File: src/logic/cacheGeomPkg.sv
// cache geometry for the four-way 68k read cache
// way, set and word counts, tag width
// address-field view of the cpu address, tag entry, lru bits and way masks

package cacheGeomPkg;

	////////////////////////////////////////////////////////////////////////////
	// geometry
	////////////////////////////////////////////////////////////////////////////
	localparam int NumWays   = 4;		// fixed by the three-bit lru tree
	localparam int NumSets   = 8;
	localparam int LineWords = 8;		// 16-bit words per line
	localparam int TagWidth  = 25;		// a31..a7

	typedef logic [1:0] wayIdx_t;
	typedef logic [NumWays-1:0] wayMask_t;	// one bit per way
	typedef logic [2:0] setIdx_t;
	typedef logic [2:0] wordIdx_t;
	typedef logic [2:0] lruBits_t;		// bit0 picks the half, bit1 ways 0/1, bit2 ways 2/3

	// cpu byte address split into cache fields
	typedef struct packed {
		logic [TagWidth-1:0] tag;
		setIdx_t set;
		wordIdx_t word;
		logic byteSel;			// a0, unused by word fills
	} cacheAddr_t;

	// one tag store entry
	typedef struct packed {
		logic valid;
		logic [TagWidth-1:0] tag;
	} tagEntry_t;

endpackage

File: src/logic/plruPolicy.sv
// tree pseudo-lru replacement
// per-set tree store, working copy, victim choice and victim register

`timescale 1ns/1ps

module plruPolicy
	import cacheGeomPkg::*;
(
	input logic Clock,
	input logic Reset_L,
	input setIdx_t setIdx,
	input logic loadLru,
	input logic pickVictim,
	input logic touchHit,
	input logic clearAll,
	input wayMask_t hitMask,
	input wayMask_t validMask,
	output wayIdx_t victimWay,
	output logic setFull
);

	lruBits_t lruStore [NumSets];	// three tree bits per set
	lruBits_t lruWork;		// copy of the addressed set
	lruBits_t lruNext;
	wayIdx_t treeWay;		// way the tree points at
	wayIdx_t firstFree;		// lowest invalid way
	wayIdx_t chosenWay;
	wayIdx_t hitWay;
	wayIdx_t usedWay;

	assign setFull   = &validMask;
	assign chosenWay = setFull ? treeWay : firstFree;
	assign usedWay   = (|hitMask) ? hitWay : chosenWay;	// hit wins over replacement

	always_comb begin
		if (!lruWork[0])
			treeWay = lruWork[1] ? 2'd1 : 2'd0;	// left half
		else
			treeWay = lruWork[2] ? 2'd3 : 2'd2;	// right half
		firstFree = 2'd0;
		hitWay    = 2'd0;
		for (int w = NumWays - 1; w >= 0; w--) begin
			if (!validMask[w])
				firstFree = wayIdx_t'(w);	// lowest index ends up last
			if (hitMask[w])
				hitWay = wayIdx_t'(w);
		end
	end

	// point the tree away from the way just used
	always_comb begin
		case (usedWay)
			2'd0: lruNext = {lruWork[2], 2'b11};
			2'd1: lruNext = {lruWork[2], 2'b01};
			2'd2: lruNext = {1'b1, lruWork[1], 1'b0};
			default: lruNext = {1'b0, lruWork[1], 1'b0};
		endcase
	end

	always_ff @(posedge Clock or negedge Reset_L) begin
		if (!Reset_L) begin
			lruWork   <= '0;
			victimWay <= '0;
			for (int s = 0; s < NumSets; s++)
				lruStore[s] <= '0;
		end else begin
			if (clearAll) begin
				for (int s = 0; s < NumSets; s++)
					lruStore[s] <= '0;
			end else if (touchHit) begin
				lruStore[setIdx] <= lruNext;
			end
			if (loadLru)
				lruWork <= lruStore[setIdx];
			if (pickVictim)
				victimWay <= chosenWay;		// held for the whole fill
		end
	end

endmodule

File: config.mk
export PLATFORM = sky130hd
export DESIGN_NAME = plruPolicy
export DESIGN_NICKNAME = d
export VERILOG_FILES = /design/src/logic/cacheGeomPkg.sv /design/src/logic/plruPolicy.sv
export SDC_FILE = /design/constraint.sdc
export NUM_CORES = 1
export LEC_CHECK = 0
export BUFFER_PORTS_ARGS = -buffer_cell sky130_fd_sc_hd__buf_2
export CAP_MARGIN = 40
export CORE_UTILIZATION = 55
export DETAILED_ROUTE_END_ITERATION = 16
export GPL_TIMING_DRIVEN = 0
export PLACE_DENSITY = 0.76
export SLEW_MARGIN = 15
export SYNTH_ARGS = -nofsm -noshare
export SYNTH_HDL_FRONTEND = slang
export SYNTH_SLANG_ARGS = --single-unit
File: constraint.sdc
create_clock -name Clock -period 2.15 [get_ports Clock]
set_clock_uncertainty 0.1 [all_clocks]
set_input_delay 0.1075 -clock Clock [delete_from_list [all_inputs] [get_ports Clock]]
set_output_delay 0.1075 -clock Clock [all_outputs]
set_load 0.05 [all_outputs]
==> reports/metrics.csv <==
stage;metric;value;unit
run_status;status;complete, no violations;
floorplanning;core area;2760;um^2
power_and_ir_drop;Leak;0.755;nW
global_route;first-pass GRT wire length;6.07;mm
worst_setup_path;slowest stage cell on the critical path;dlygate4sd3_1;
synthesis;top cell type by total area after synthesis;dfrtp_1;
hold_path;worst hold stages;3;
synthesis;Synth Area in Adders;0;%
floorplanning;Die ar.;3120;um^2
synthesis;mux share of post-synthesis cell area;9.51;%
synthesis;predominant post-synthesis flop cell;dfrtp_1;
timing;Final Hold Viols;0;
cts;Skew-Pair Late Insertion Delay;0.33;ns
synthesis;post-synth top area share;45.6;%
synthesis;flops & latches, synth;29;
synthesis;Post-Syn Area;1590;um^2
synthesis;synth top area cells;dfrtp_1 (46%), nor2_1 (6.4%), mux4_2 (5.7%);
timing;Rel. slew slack;40.1;%
timing;measured slew at the worst slew-check pin;0.892;ns
timing;fin. max-slew vios;0;
synthesis;YS warnings;0;
synthesis;Synth Area in Compound Gates;21.4;%
worst_setup_path;setup slack, reg-to-reg;0.32;ns
synthesis;Mean Syn Cell Area;10.6;um^2
power_and_ir_drop;Power Total;1.09;mW
cts;# Post-CTS Setup Buffers;0;
floorplanning;die height;55.8;um
worst_setup_path;FF-to-FF path depth;4;
layout;Final Non-Filler Cells;212;
worst_setup_path;Req. time, crit path;2.21;ns
synthesis;Post-Synth Simple-Gate Area;19.9;%
layout;fin nets;197;
cts;number of buffers created by CTS;5;
synthesis;Mapped Cells;150;
drt;DRC viols;0;
worst_setup_path;worst-path cell chain;dlygate4sd3_1 > buf_2 > clkbuf_1 > clkbuf_1 > clkbuf_1 > a211oi_1;
synthesis;syn_nets;167;
power_and_ir_drop;worst vdd ir;0.489;mV
synthesis;Post-Synth XOR/XNOR Area;0;%
floorplanning;std cell rows;19;
hold_path;HP Class;primary input to flop;
worst_setup_path;family with the most delay on the worst path;buffers and inverters;
timing;min cycle time layout;1.91;ns
worst_setup_path;crit end category;flop;
power_and_ir_drop;Cell Pwr Density;597;nW/um^2
cts;clock buffer depth;2;
global_route;initial antenna violation count;0;
synthesis;main combinational cell family by area after synthesis;compound AO/OA/AOI/OAI gates;
floorplanning;Starting Density;57.8;%
timing;final worst-path cycle share;88.9;%
timing;Final TNS setup;0;ns
hold_path;Hold Path Origin;validMask[0];
worst_setup_path;most used cell, CP;clkbuf_1;
worst_setup_path;Buf/Inv on CP;5;
place;routability cong.;0.877;
global_route;largest net degree at the start of global routing;30;
worst_setup_path;CP Data Arrival Time;1.98;ns
timing;maximum clock rate;523;MHz
global_route;vias in the first global route;1305;
timing;RSZ-0062 raised after global routing;false;
worst_setup_path;crit path max fanout;10;
drt;vias;1358;
worst_setup_path;critical path class;primary input to flop;
drt;drt wl/cell;17.0;um
cts;CTS tree;yes;
synthesis;Async S/R FF share, synth;100;%
drt;vias per std cell;6.41;
place;I/O Buffers;18;
place;Placed Cells;199;
layout;area of the multi-input gates;810;um^2
worst_setup_path;Critical R2R Launch;lruWork[0]$_DFFE_PN0P_;
worst_setup_path;Worst R2R End;lruStore[3]$_DFFE_PN0P_;
global_route;gr ovfl total;0;
synthesis;register area share after synthesis;45.6;%
worst_setup_path;startpoint types;primary input;
layout;area grow syn2layout;14.5;%
hold_path;Hold Path Sink;victimWay[1]$_DFFE_PN0P_;
drt;overall routed net length;3.61;mm
synthesis;post-synthesis cell type count;34;
cts;clk sink count;29;
drt;Initial DRT Pass Iterations;4;
cts;H-Tree Depth;2;
cts;Clock Pin Slew Worst Setup and Hold Paths;0.09;ns
layout;share of layout cells above drive strength 1;22.7;%
floorplanning;chip width;55.8;um
global_route;All-Layer GR Usage;25.6;%
synthesis;number of synthesized flops with an enable pin;0;
run;MaxCap Viol Count;0;
layout;register area;726;um^2
timing;final setup violation count;0;
cts;Root Buffer Master;clkbuf_4;
floorplanning;Ports;20;
drt;Final ANT Viol Nets;0;
layout;fillers;231;
place;final HPWL from detailed placement;2.53;mm
layout;# diodes;0;
drt;DR iter-0 viols;77;
worst_setup_path;worst stage delay on the critical path;0.53;ns
==> metrics by stage <==
step	util [%]	worst slack, ns	hold slack [ns]	cell area [um^2]
floorplan	-	0.559	-0.288	1590
global placement	62.4	0.346	0.0511	1720
detailed placement	62.4	0.342	0.0659	1720
CTS	66.1	0.290	0.0196	1820
global route	66.1	0.152	0.0373	1820
finish	66.1	0.238	0.0123	1820
==> worst reg2reg max path, stage by stage (launching register included) <==
cell and delay [ns]:
dfrtp_1 0.39, nand3b_4 0.17, a311oi_2 0.12, nor3_1 0.70, a211oi_1 0.18
==> where the power goes <==
part           switching (mW)  internal [mW]
combinational           0.119         0.0720
sequential             0.0153          0.568
clock                   0.191          0.124
total                   0.325          0.764
==> layout by cell type, fill, tap and decap left out, types with 5 or more instances in the layout <==
| cell type | n |
|---|---|
| dlygate4sd3_1 | 5 |
| o32ai_1 | 8 |
| or3_1 | 7 |
| a311oi_1 | 8 |
| a211oi_1 | 8 |
| mux2i_1 | 5 |
| nand2b_1 | 13 |
| buf_2 | 19 |
| nor2_1 | 27 |
| inv_1 | 6 |
| dfrtp_1 | 29 |
| clkbuf_4 | 5 |
==> layout make-up <==
type | instances | area share [%]
buffer | 6 | 1.92
clock buffer | 6 | 2.26
clock inverter | 2 | 0.549
inverter | 6 | 1.24
multi-input combinational | 109 | 44.4
sequential | 29 | 39.8
tap | 31 | 2.13
timing repair buffer | 23 | 7.69
==> logic make-up (layout without fill, tap and decap cells) <==
family | count (synthesis) | count (layout)
and+or+nand+nor | 60 | 60
AOI/OAI and AO/OA | 39 | 39
DFF | 29 | 29
muxes | 10 | 10
buffers and inverters | 12 | 43
==> repair_timing <==
action / 4_1_cts / 5_1_grt
resized for setup: 0 / 0
hold endpoints to repair: 37 / 0
setup endpoints to repair: 0 / 0
hold buffers: 5 / 0
==> sequential cells by signal (all words and copies together), names as in the netlist <==
signal     flops
lruWork        3
victimWay      2
lruStore      24
==> worst max path at each step <==
| stage | to | slack [ns] | from | cells past startpoint |
|---|---|---|---|---|
| global placement | lruStore[8]$_DFFE_PN0P_ | 0.35 | lruWork[0]$_DFFE_PN0P_ | 4 |
| CTS | lruStore[3]$_DFFE_PN0P_ | 0.29 | clearAll | 6 |
| floorplan | lruStore[10]$_DFFE_PN0P_ | 0.56 | lruWork[0]$_DFFE_PN0P_ | 4 |
| finish | lruStore[3]$_DFFE_PN0P_ | 0.24 | clearAll | 6 |
| detailed placement | lruStore[11]$_DFFE_PN0P_ | 0.34 | lruWork[0]$_DFFE_PN0P_ | 4 |
| global route | lruStore[3]$_DFFE_PN0P_ | 0.15 | clearAll | 6 |
==> synth_stat cells, types with 3 or more instances <==
cell type,number
nor2_1,27
a311oi_1,8
o21ai_0,4
mux2i_1,5
o32ai_1,8
inv_1,6
a211oi_1,8
or3_1,7
mux4_2,4
nand2b_1,13
nand2_1,4
dfrtp_1,29
clkbuf_1,3
==> routing by layer <==
layer  up-vias  part of all wire (%)  GRT usage, %  routed length, um
li1        633                     -             -                  -
met1       673                    44          32.8               1600
met2        45                    48          42.3               1750
met3         7                   5.6          7.21                202
met4         0                   1.7          8.36                 63
met5         -                     0             0                  0
(Power assumes the default switching activity.)
