===== src/logic/cacheGeomPkg.sv =====
// cache geometry for the four-way 68k read cache
// way, set and word counts, tag width
// address-field view of the cpu address, tag entry, lru bits and way masks

package cacheGeomPkg;

	////////////////////////////////////////////////////////////////////////////
	// geometry
	////////////////////////////////////////////////////////////////////////////
	localparam int NumWays   = 4;		// fixed by the three-bit lru tree
	localparam int NumSets   = 8;
	localparam int LineWords = 8;		// 16-bit words per line
	localparam int TagWidth  = 25;		// a31..a7

	typedef logic [1:0] wayIdx_t;
	typedef logic [NumWays-1:0] wayMask_t;	// one bit per way
	typedef logic [2:0] setIdx_t;
	typedef logic [2:0] wordIdx_t;
	typedef logic [2:0] lruBits_t;		// bit0 picks the half, bit1 ways 0/1, bit2 ways 2/3

	// cpu byte address split into cache fields
	typedef struct packed {
		logic [TagWidth-1:0] tag;
		setIdx_t set;
		wordIdx_t word;
		logic byteSel;			// a0, unused by word fills
	} cacheAddr_t;

	// one tag store entry
	typedef struct packed {
		logic valid;
		logic [TagWidth-1:0] tag;
	} tagEntry_t;

endpackage


===== src/logic/busPkg.sv =====
// bus side types for the 68k cache
// data word, cpu request bundle, dram controller request and status

package busPkg;

	typedef logic [15:0] word_t;

	// request from the 68000 toward the cache
	typedef struct packed {
		logic AS_L;			// address strobe
		logic UDS_L;			// upper byte strobe, d15..d8
		logic LDS_L;			// lower byte strobe, d7..d0
		logic WE_L;			// low for write
		logic DramSelect_H;		// address decodes to dram
		logic [31:0] address;
		word_t wrData;
	} cpuBus_t;

	// request from the cache toward the dram controller
	typedef struct packed {
		logic select_L;			// kicks the dram controller
		logic AS_L;
		logic UDS_L;
		logic LDS_L;
		logic WE_L;
		logic [31:0] address;		// line aligned on fills
		word_t wrData;
	} dramReq_t;

	// status back from the dram controller
	typedef struct packed {
		logic Dtack_L;
		logic CAS_L;			// low with ras high marks a read burst start
		logic RAS_L;			// low with cas low is a refresh
	} dramStat_t;

endpackage


===== src/logic/cacheSequencer.sv =====
// cache controller fsm
// invalidate sweep after reset, hit check, line fill from dram,
// write-through, and the strobes toward both buses

`timescale 1ns/1ps

module cacheSequencer
	import cacheGeomPkg::*;
	import busPkg::*;
#(
	parameter int CountWidth = 3
) (
	input logic Clock,
	input logic Reset_L,
	input cpuBus_t cpuReq,
	output logic DtackTo68k_L,
	output dramReq_t dramReq,
	input dramStat_t dramStat,
	input logic [CountWidth-1:0] count,
	output logic countClear,
	output logic loadLru,
	output logic pickVictim,
	output logic touchHit,
	output logic clearAll,
	input logic setFull,
	input wayIdx_t victimWay,
	output setIdx_t setIdx,
	output wordIdx_t wordIdx,
	output wayMask_t tagWe,
	output wayMask_t dataWe,
	output logic validOut,
	input wayMask_t hitMask,
	input wayMask_t validMask
);

	typedef enum logic [3:0] {
		Reset,
		Invalidate,
		Idle,
		CheckHit,
		FillRequest,
		CasWait1,
		CasWait2,
		BurstFill,
		EndFill,
		WriteThrough,
		HoldHit
	} seqState_t;

	localparam logic [CountWidth-1:0] LastSet  = CountWidth'(NumSets - 1);
	localparam logic [CountWidth-1:0] LastWord = CountWidth'(LineWords - 1);

	seqState_t state;
	seqState_t nextState;
	cacheAddr_t cpuAddr;		// cpu address as tag/set/word
	wayMask_t victimMask;		// one-hot of the way being filled
	logic anyHit;
	logic cpuRequest;
	logic cycleDone;
	logic casStart;

	assign cpuAddr    = cacheAddr_t'(cpuReq.address);
	assign victimMask = wayMask_t'(4'b0001 << victimWay);
	assign anyHit     = |hitMask;			// hit mask is already valid qualified
	assign cpuRequest = !cpuReq.AS_L && cpuReq.DramSelect_H;
	assign cycleDone  = cpuReq.AS_L || !cpuReq.DramSelect_H;	// 68k ended its bus cycle
	assign casStart   = !dramStat.CAS_L && dramStat.RAS_L;	// read, not refresh

	always_ff @(posedge Clock or negedge Reset_L) begin
		if (!Reset_L)
			state <= Reset;
		else
			state <= nextState;
	end

	////////////////////////////////////////////////////////////////////////////
	// next state and outputs
	////////////////////////////////////////////////////////////////////////////
	always_comb begin
		nextState        = state;
		DtackTo68k_L     = 1'b1;			// no dtack until data is ready
		dramReq.select_L = 1'b1;			// dram left alone unless needed
		dramReq.AS_L     = cpuReq.AS_L;		// strobes pass through by default
		dramReq.UDS_L    = cpuReq.UDS_L;
		dramReq.LDS_L    = cpuReq.LDS_L;
		dramReq.WE_L     = cpuReq.WE_L;
		dramReq.address  = {cpuAddr.tag, cpuAddr.set, 4'b0000};	// line aligned
		dramReq.wrData   = cpuReq.wrData;
		countClear       = 1'b0;
		loadLru          = 1'b0;
		pickVictim       = 1'b0;
		touchHit         = 1'b0;
		clearAll         = 1'b0;
		setIdx           = cpuAddr.set;
		wordIdx          = cpuAddr.word;
		tagWe            = '0;
		dataWe           = '0;
		validOut         = 1'b0;

		case (state)
			Reset: begin
				countClear = 1'b1;			// sweep starts at set 0
				nextState  = Invalidate;
			end

			// one set per cycle, all ways at once
			Invalidate: begin
				setIdx   = setIdx_t'(count);
				tagWe    = '1;
				validOut = 1'b0;
				clearAll = 1'b1;			// tree bits back to zero
				if (count == LastSet)
					nextState = Idle;
			end

			Idle: begin
				if (cpuRequest) begin
					loadLru = 1'b1;			// working copy of this set's tree
					if (cpuReq.WE_L) begin
						dramReq.UDS_L = 1'b0;	// reads always fetch both bytes
						dramReq.LDS_L = 1'b0;
						nextState     = CheckHit;
					end else begin
						dramReq.select_L = 1'b0;
						tagWe     = hitMask;	// drop only the way that holds the line
						validOut  = 1'b0;
						nextState = WriteThrough;
					end
				end
			end

			CheckHit: begin
				dramReq.UDS_L = 1'b0;
				dramReq.LDS_L = 1'b0;
				if (anyHit) begin
					DtackTo68k_L = 1'b0;		// word from the hitting way
					touchHit     = 1'b1;
					nextState    = HoldHit;
				end else begin
					dramReq.select_L = 1'b0;	// start the dram read early
					pickVictim = 1'b1;
					touchHit   = setFull;		// tree moves only on eviction
					nextState  = FillRequest;
				end
			end

			HoldHit: begin
				dramReq.UDS_L = 1'b0;
				dramReq.LDS_L = 1'b0;
				DtackTo68k_L  = 1'b0;
				if (cycleDone)
					nextState = Idle;
			end

			// wait here through refreshes until the read cas shows up
			FillRequest: begin
				dramReq.UDS_L    = 1'b0;
				dramReq.LDS_L    = 1'b0;
				dramReq.select_L = 1'b0;
				tagWe    = victimMask;		// claim the line for the new tag
				validOut = 1'b1;
				if (casStart)
					nextState = CasWait1;
			end

			CasWait1: begin				// first cas latency clock
				dramReq.UDS_L    = 1'b0;
				dramReq.LDS_L    = 1'b0;
				dramReq.select_L = 1'b0;
				nextState        = CasWait2;
			end

			CasWait2: begin				// second cas latency clock
				dramReq.UDS_L    = 1'b0;
				dramReq.LDS_L    = 1'b0;
				dramReq.select_L = 1'b0;
				countClear       = 1'b1;		// word 0 arrives next cycle
				nextState        = BurstFill;
			end

			BurstFill: begin
				dramReq.UDS_L    = 1'b0;
				dramReq.LDS_L    = 1'b0;
				dramReq.select_L = 1'b0;
				wordIdx = wordIdx_t'(count);	// burst word address
				dataWe  = victimMask;
				if (count == LastWord)
					nextState = EndFill;
			end

			// line is in, hand the cpu its own word
			EndFill: begin
				dramReq.UDS_L = 1'b0;
				dramReq.LDS_L = 1'b0;
				DtackTo68k_L  = 1'b0;
				if (cycleDone)
					nextState = Idle;
			end

			WriteThrough: begin
				dramReq.address  = cpuReq.address;	// full byte address for writes
				dramReq.select_L = 1'b0;
				DtackTo68k_L     = dramStat.Dtack_L;	// dram decides the latency
				if (cycleDone)
					nextState = Idle;
			end

			default: nextState = Reset;
		endcase
	end

endmodule


===== config.mk =====
export PLATFORM = sky130hd
export DESIGN_NAME = cacheSequencer
export DESIGN_NICKNAME = d
export VERILOG_FILES = /design/src/logic/cacheGeomPkg.sv /design/src/logic/busPkg.sv /design/src/logic/cacheSequencer.sv
export SDC_FILE = /design/constraint.sdc
export NUM_CORES = 1
export LEC_CHECK = 0
export CORE_UTILIZATION = 30
export DETAILED_ROUTE_END_ITERATION = 10
export DONT_BUFFER_PORTS = 1
export PLACE_DENSITY_LB_ADDON = 0.08
export SYNTH_ARGS = -nofsm -noshare
export SYNTH_HDL_FRONTEND = slang
export SYNTH_SLANG_ARGS = --single-unit
export TNS_END_PERCENT = 5

===== constraint.sdc =====
create_clock -name Clock -period 5.44 [get_ports Clock]
set_clock_uncertainty 0.05 [all_clocks]
set_input_delay 1.632 -clock Clock [delete_from_list [all_inputs] [get_ports Clock]]
set_output_delay 1.632 -clock Clock [all_outputs]
set_load 0.01 [all_outputs]

==> flow_metrics.env <==
export IMPL_total_power_uw=422
export IMPL_crit_required_ns=3.76
export IMPL_totalWireLength_um=2230
export IMPL_wl_per_cell_um=16.8
export IMPL_dieHeight_um=61.6
export IMPL_grt_max_degree=19
export IMPL_layout_common_cells="mux2_1, nand2_1, and2_1, nor3_1, nor2_1"
export IMPL_synthAdderAreaFrac=0
export IMPL_setup_viol=0
export IMPL_startpoint="hitMask[0]"
export IMPL_layout_commonest_cell="mux2_1"
export IMPL_portBuffers=0
export IMPL_pwr_density_cell_nw_per_um2=547
export IMPL_crit_type="in2out"
export IMPL_htreeDepth=1
export IMPL_drv_slew=0
export IMPL_hold_violations=0
export IMPL_syn_to_final_growth_pct=-27.7
export IMPL_antenna_found_initial=0
export IMPL_synth_top_flop_cell="dfrtp_1"
export IMPL_cts_tree="yes"
export IMPL_synth_nets=209
export IMPL_async_flop_share=1.00
export IMPL_leakage_uw=0.000273
export IMPL_grtUsageMet3=0.0441
export IMPL_critical_path_max_fanout=7
export IMPL_synth_top_family_by_area="buffers and inverters"
export IMPL_dp_slack_ns=1.04
export IMPL_reg_top3="state x4"
export IMPL_place_area_um2=748
export IMPL_start_util=0.317
export IMPL_synth_xor_area_frac=0.00822
export IMPL_hold_buffers=0
export IMPL_fin_area_um2=771
export IMPL_fp_dieW_um=61.6
export IMPL_period_minus_slack_ns=4.39
export IMPL_antennaDiodeCount=0
export IMPL_synth_mux_area_frac=0.0951
export IMPL_cts_resized_gates=0
export IMPL_start_kind="primary input"
export IMPL_largest_register_ffs=4
export IMPL_status="completed"
export IMPL_finalWorstSetupSlack_ns=1.05
export IMPL_avgViaCountPerCell=5.66
export IMPL_critical_path_top_delay_family="simple AND/OR/NAND/NOR gates"
export IMPL_yosys_cell_types_count=40
export IMPL_drv_cap=0
export IMPL_worstHoldPathType="reg2reg"
export IMPL_clock_path_buffers=2
export IMPL_yosys_area_share_simple=0.270
export IMPL_cts_clk_slew_worst_paths_ns=0.03
export IMPL_drive_gt1_frac=0.115
export IMPL_grt_ovfl_total=0
export IMPL_crit_slowest_cell="or4_1"
export IMPL_vias=753
export IMPL_root_buffer="clkbuf_4"
export IMPL_cpPeakStageDelay_ns=0.67
export IMPL_cts_setup_buffers=0
export IMPL_synthCells=137
export IMPL_hpwl_um=1780
export IMPL_finalNetCount=161
export IMPL_use_met2=0.178
export IMPL_finalSetupTns_ns=0
export IMPL_clock_latency_ns=0.23
export IMPL_syn_area_per_cell_um2=7.78
export IMPL_fp_dieArea_um2=3800
export IMPL_top_usage_layer="met2"
export IMPL_yosysWarnings=0
export IMPL_arrival_ns=2.71
export IMPL_io_pins=146
export IMPL_syn_area_um2=1070
export IMPL_rsz0062_at_grt="false"
export IMPL_fmax_ghz=0.228
export IMPL_dr_pass1_iters=4
export IMPL_fin_crit_sh=0.807
export IMPL_synth_seq_cells=4
export IMPL_row_count=21
export IMPL_cts_buffers=3
export IMPL_cp_end_kind="output pin"
export IMPL_grtUsageTotal=0.111
export IMPL_use_met1=0.120
export IMPL_hp_start="state[3]"
export IMPL_vdd_drop_max_mv=0.227
export IMPL_post_route_drc_count=0
export IMPL_synth_compound_area_frac=0.170
export IMPL_timing_rr_start="state[2]"
export IMPL_worst_slew_pin_slew_ns=0.613
export IMPL_core_um2=3360
export IMPL_ant_nets=0
export IMPL_gp_routability_congestion=0.676
export IMPL_drt_iter0_markers=9
export IMPL_max_slew_margin=0.591
export IMPL_worst_path_buf_inv=0
export IMPL_synth_enable_flop_cells=0
export IMPL_clock_sinks=4
export IMPL_grt_pass1_vias=649
export IMPL_grt_pass1_wl_um=3020
export IMPL_crit_chain="or4_1 -> nor3_1"
export IMPL_synth_seq_area_share=0.0939
export IMPL_top_register="state"
==> worst paths after layout <==
kind                         endpoint  slack (ns)  depth (start not counted)
max in group asynchronous    state[3]        4.22                          0
max reg2reg                  state[0]        3.29                          4
min                          state[2]        0.80                          1
min in group asynchronous    state[1]        1.05                          0
min reg2reg                  state[2]        0.80                          1
max                        pickVictim        1.05                          2
==> where the power goes <==
group          internal [uW]  total, uW  switching (uW)
clock                   24.6       35.1            10.5
sequential              43.7        110            66.8
combinational            121        276             155
total                    189        422             233
==> synth_stat cells (all sizes together) (2+ instances only) <==
cell    count  area, um2
nand2b      5       31.3
clkbuf      4       15.0
buf        49        360
and3        3       18.8
and2        7       43.8
inv         3       11.3
dfrtp       4        100
nand2       8       32.5
nor2        8       40.0
nor2b       2       12.5
a221o       3       30.0
a21oi       2       10.0
o21ai       5       25.0
mux2        9        101
nor3        6       30.0
==> routing by layer <==
metal	part of all wire	wire, um	up-vias
li1	-	-	333
met1	0.41	908	337
met2	0.46	1030	75
met3	0.11	252	8
met4	0.016	36	0
met5	0	0	-
==> cells by family after synthesis <==
logic type | count (synthesis)
buf+inv | 56
simple gates | 45
xor+xnor | 1
mux | 9
flops | 4
compound gates | 22
==> stage by stage <==
| step | std cells | hold WS [ns] | utilization |
|---|---|---|---|
| 3_5_place_dp | 130 | 0.792 | 0.222 |
| 5_1_grt | 133 | 0.858 | 0.229 |
| 4_1_cts | 133 | 0.798 | 0.229 |
| 3_3_place_gp | 130 | 0.794 | 0.222 |
| 2_1_floorplan | 137 | 0.604 | - |
| 6_report | 133 | 0.800 | 0.229 |
==> final cells by class <==
type                    instances  area (um2)
inverters                       3        11.3
well taps                      46        57.6
flip-flops and latches          4         100
fillers                       395        2590
multi-input cells              77         579
clock buffers                   3        22.5
Note: power is estimated with default switching activity, not from simulation.
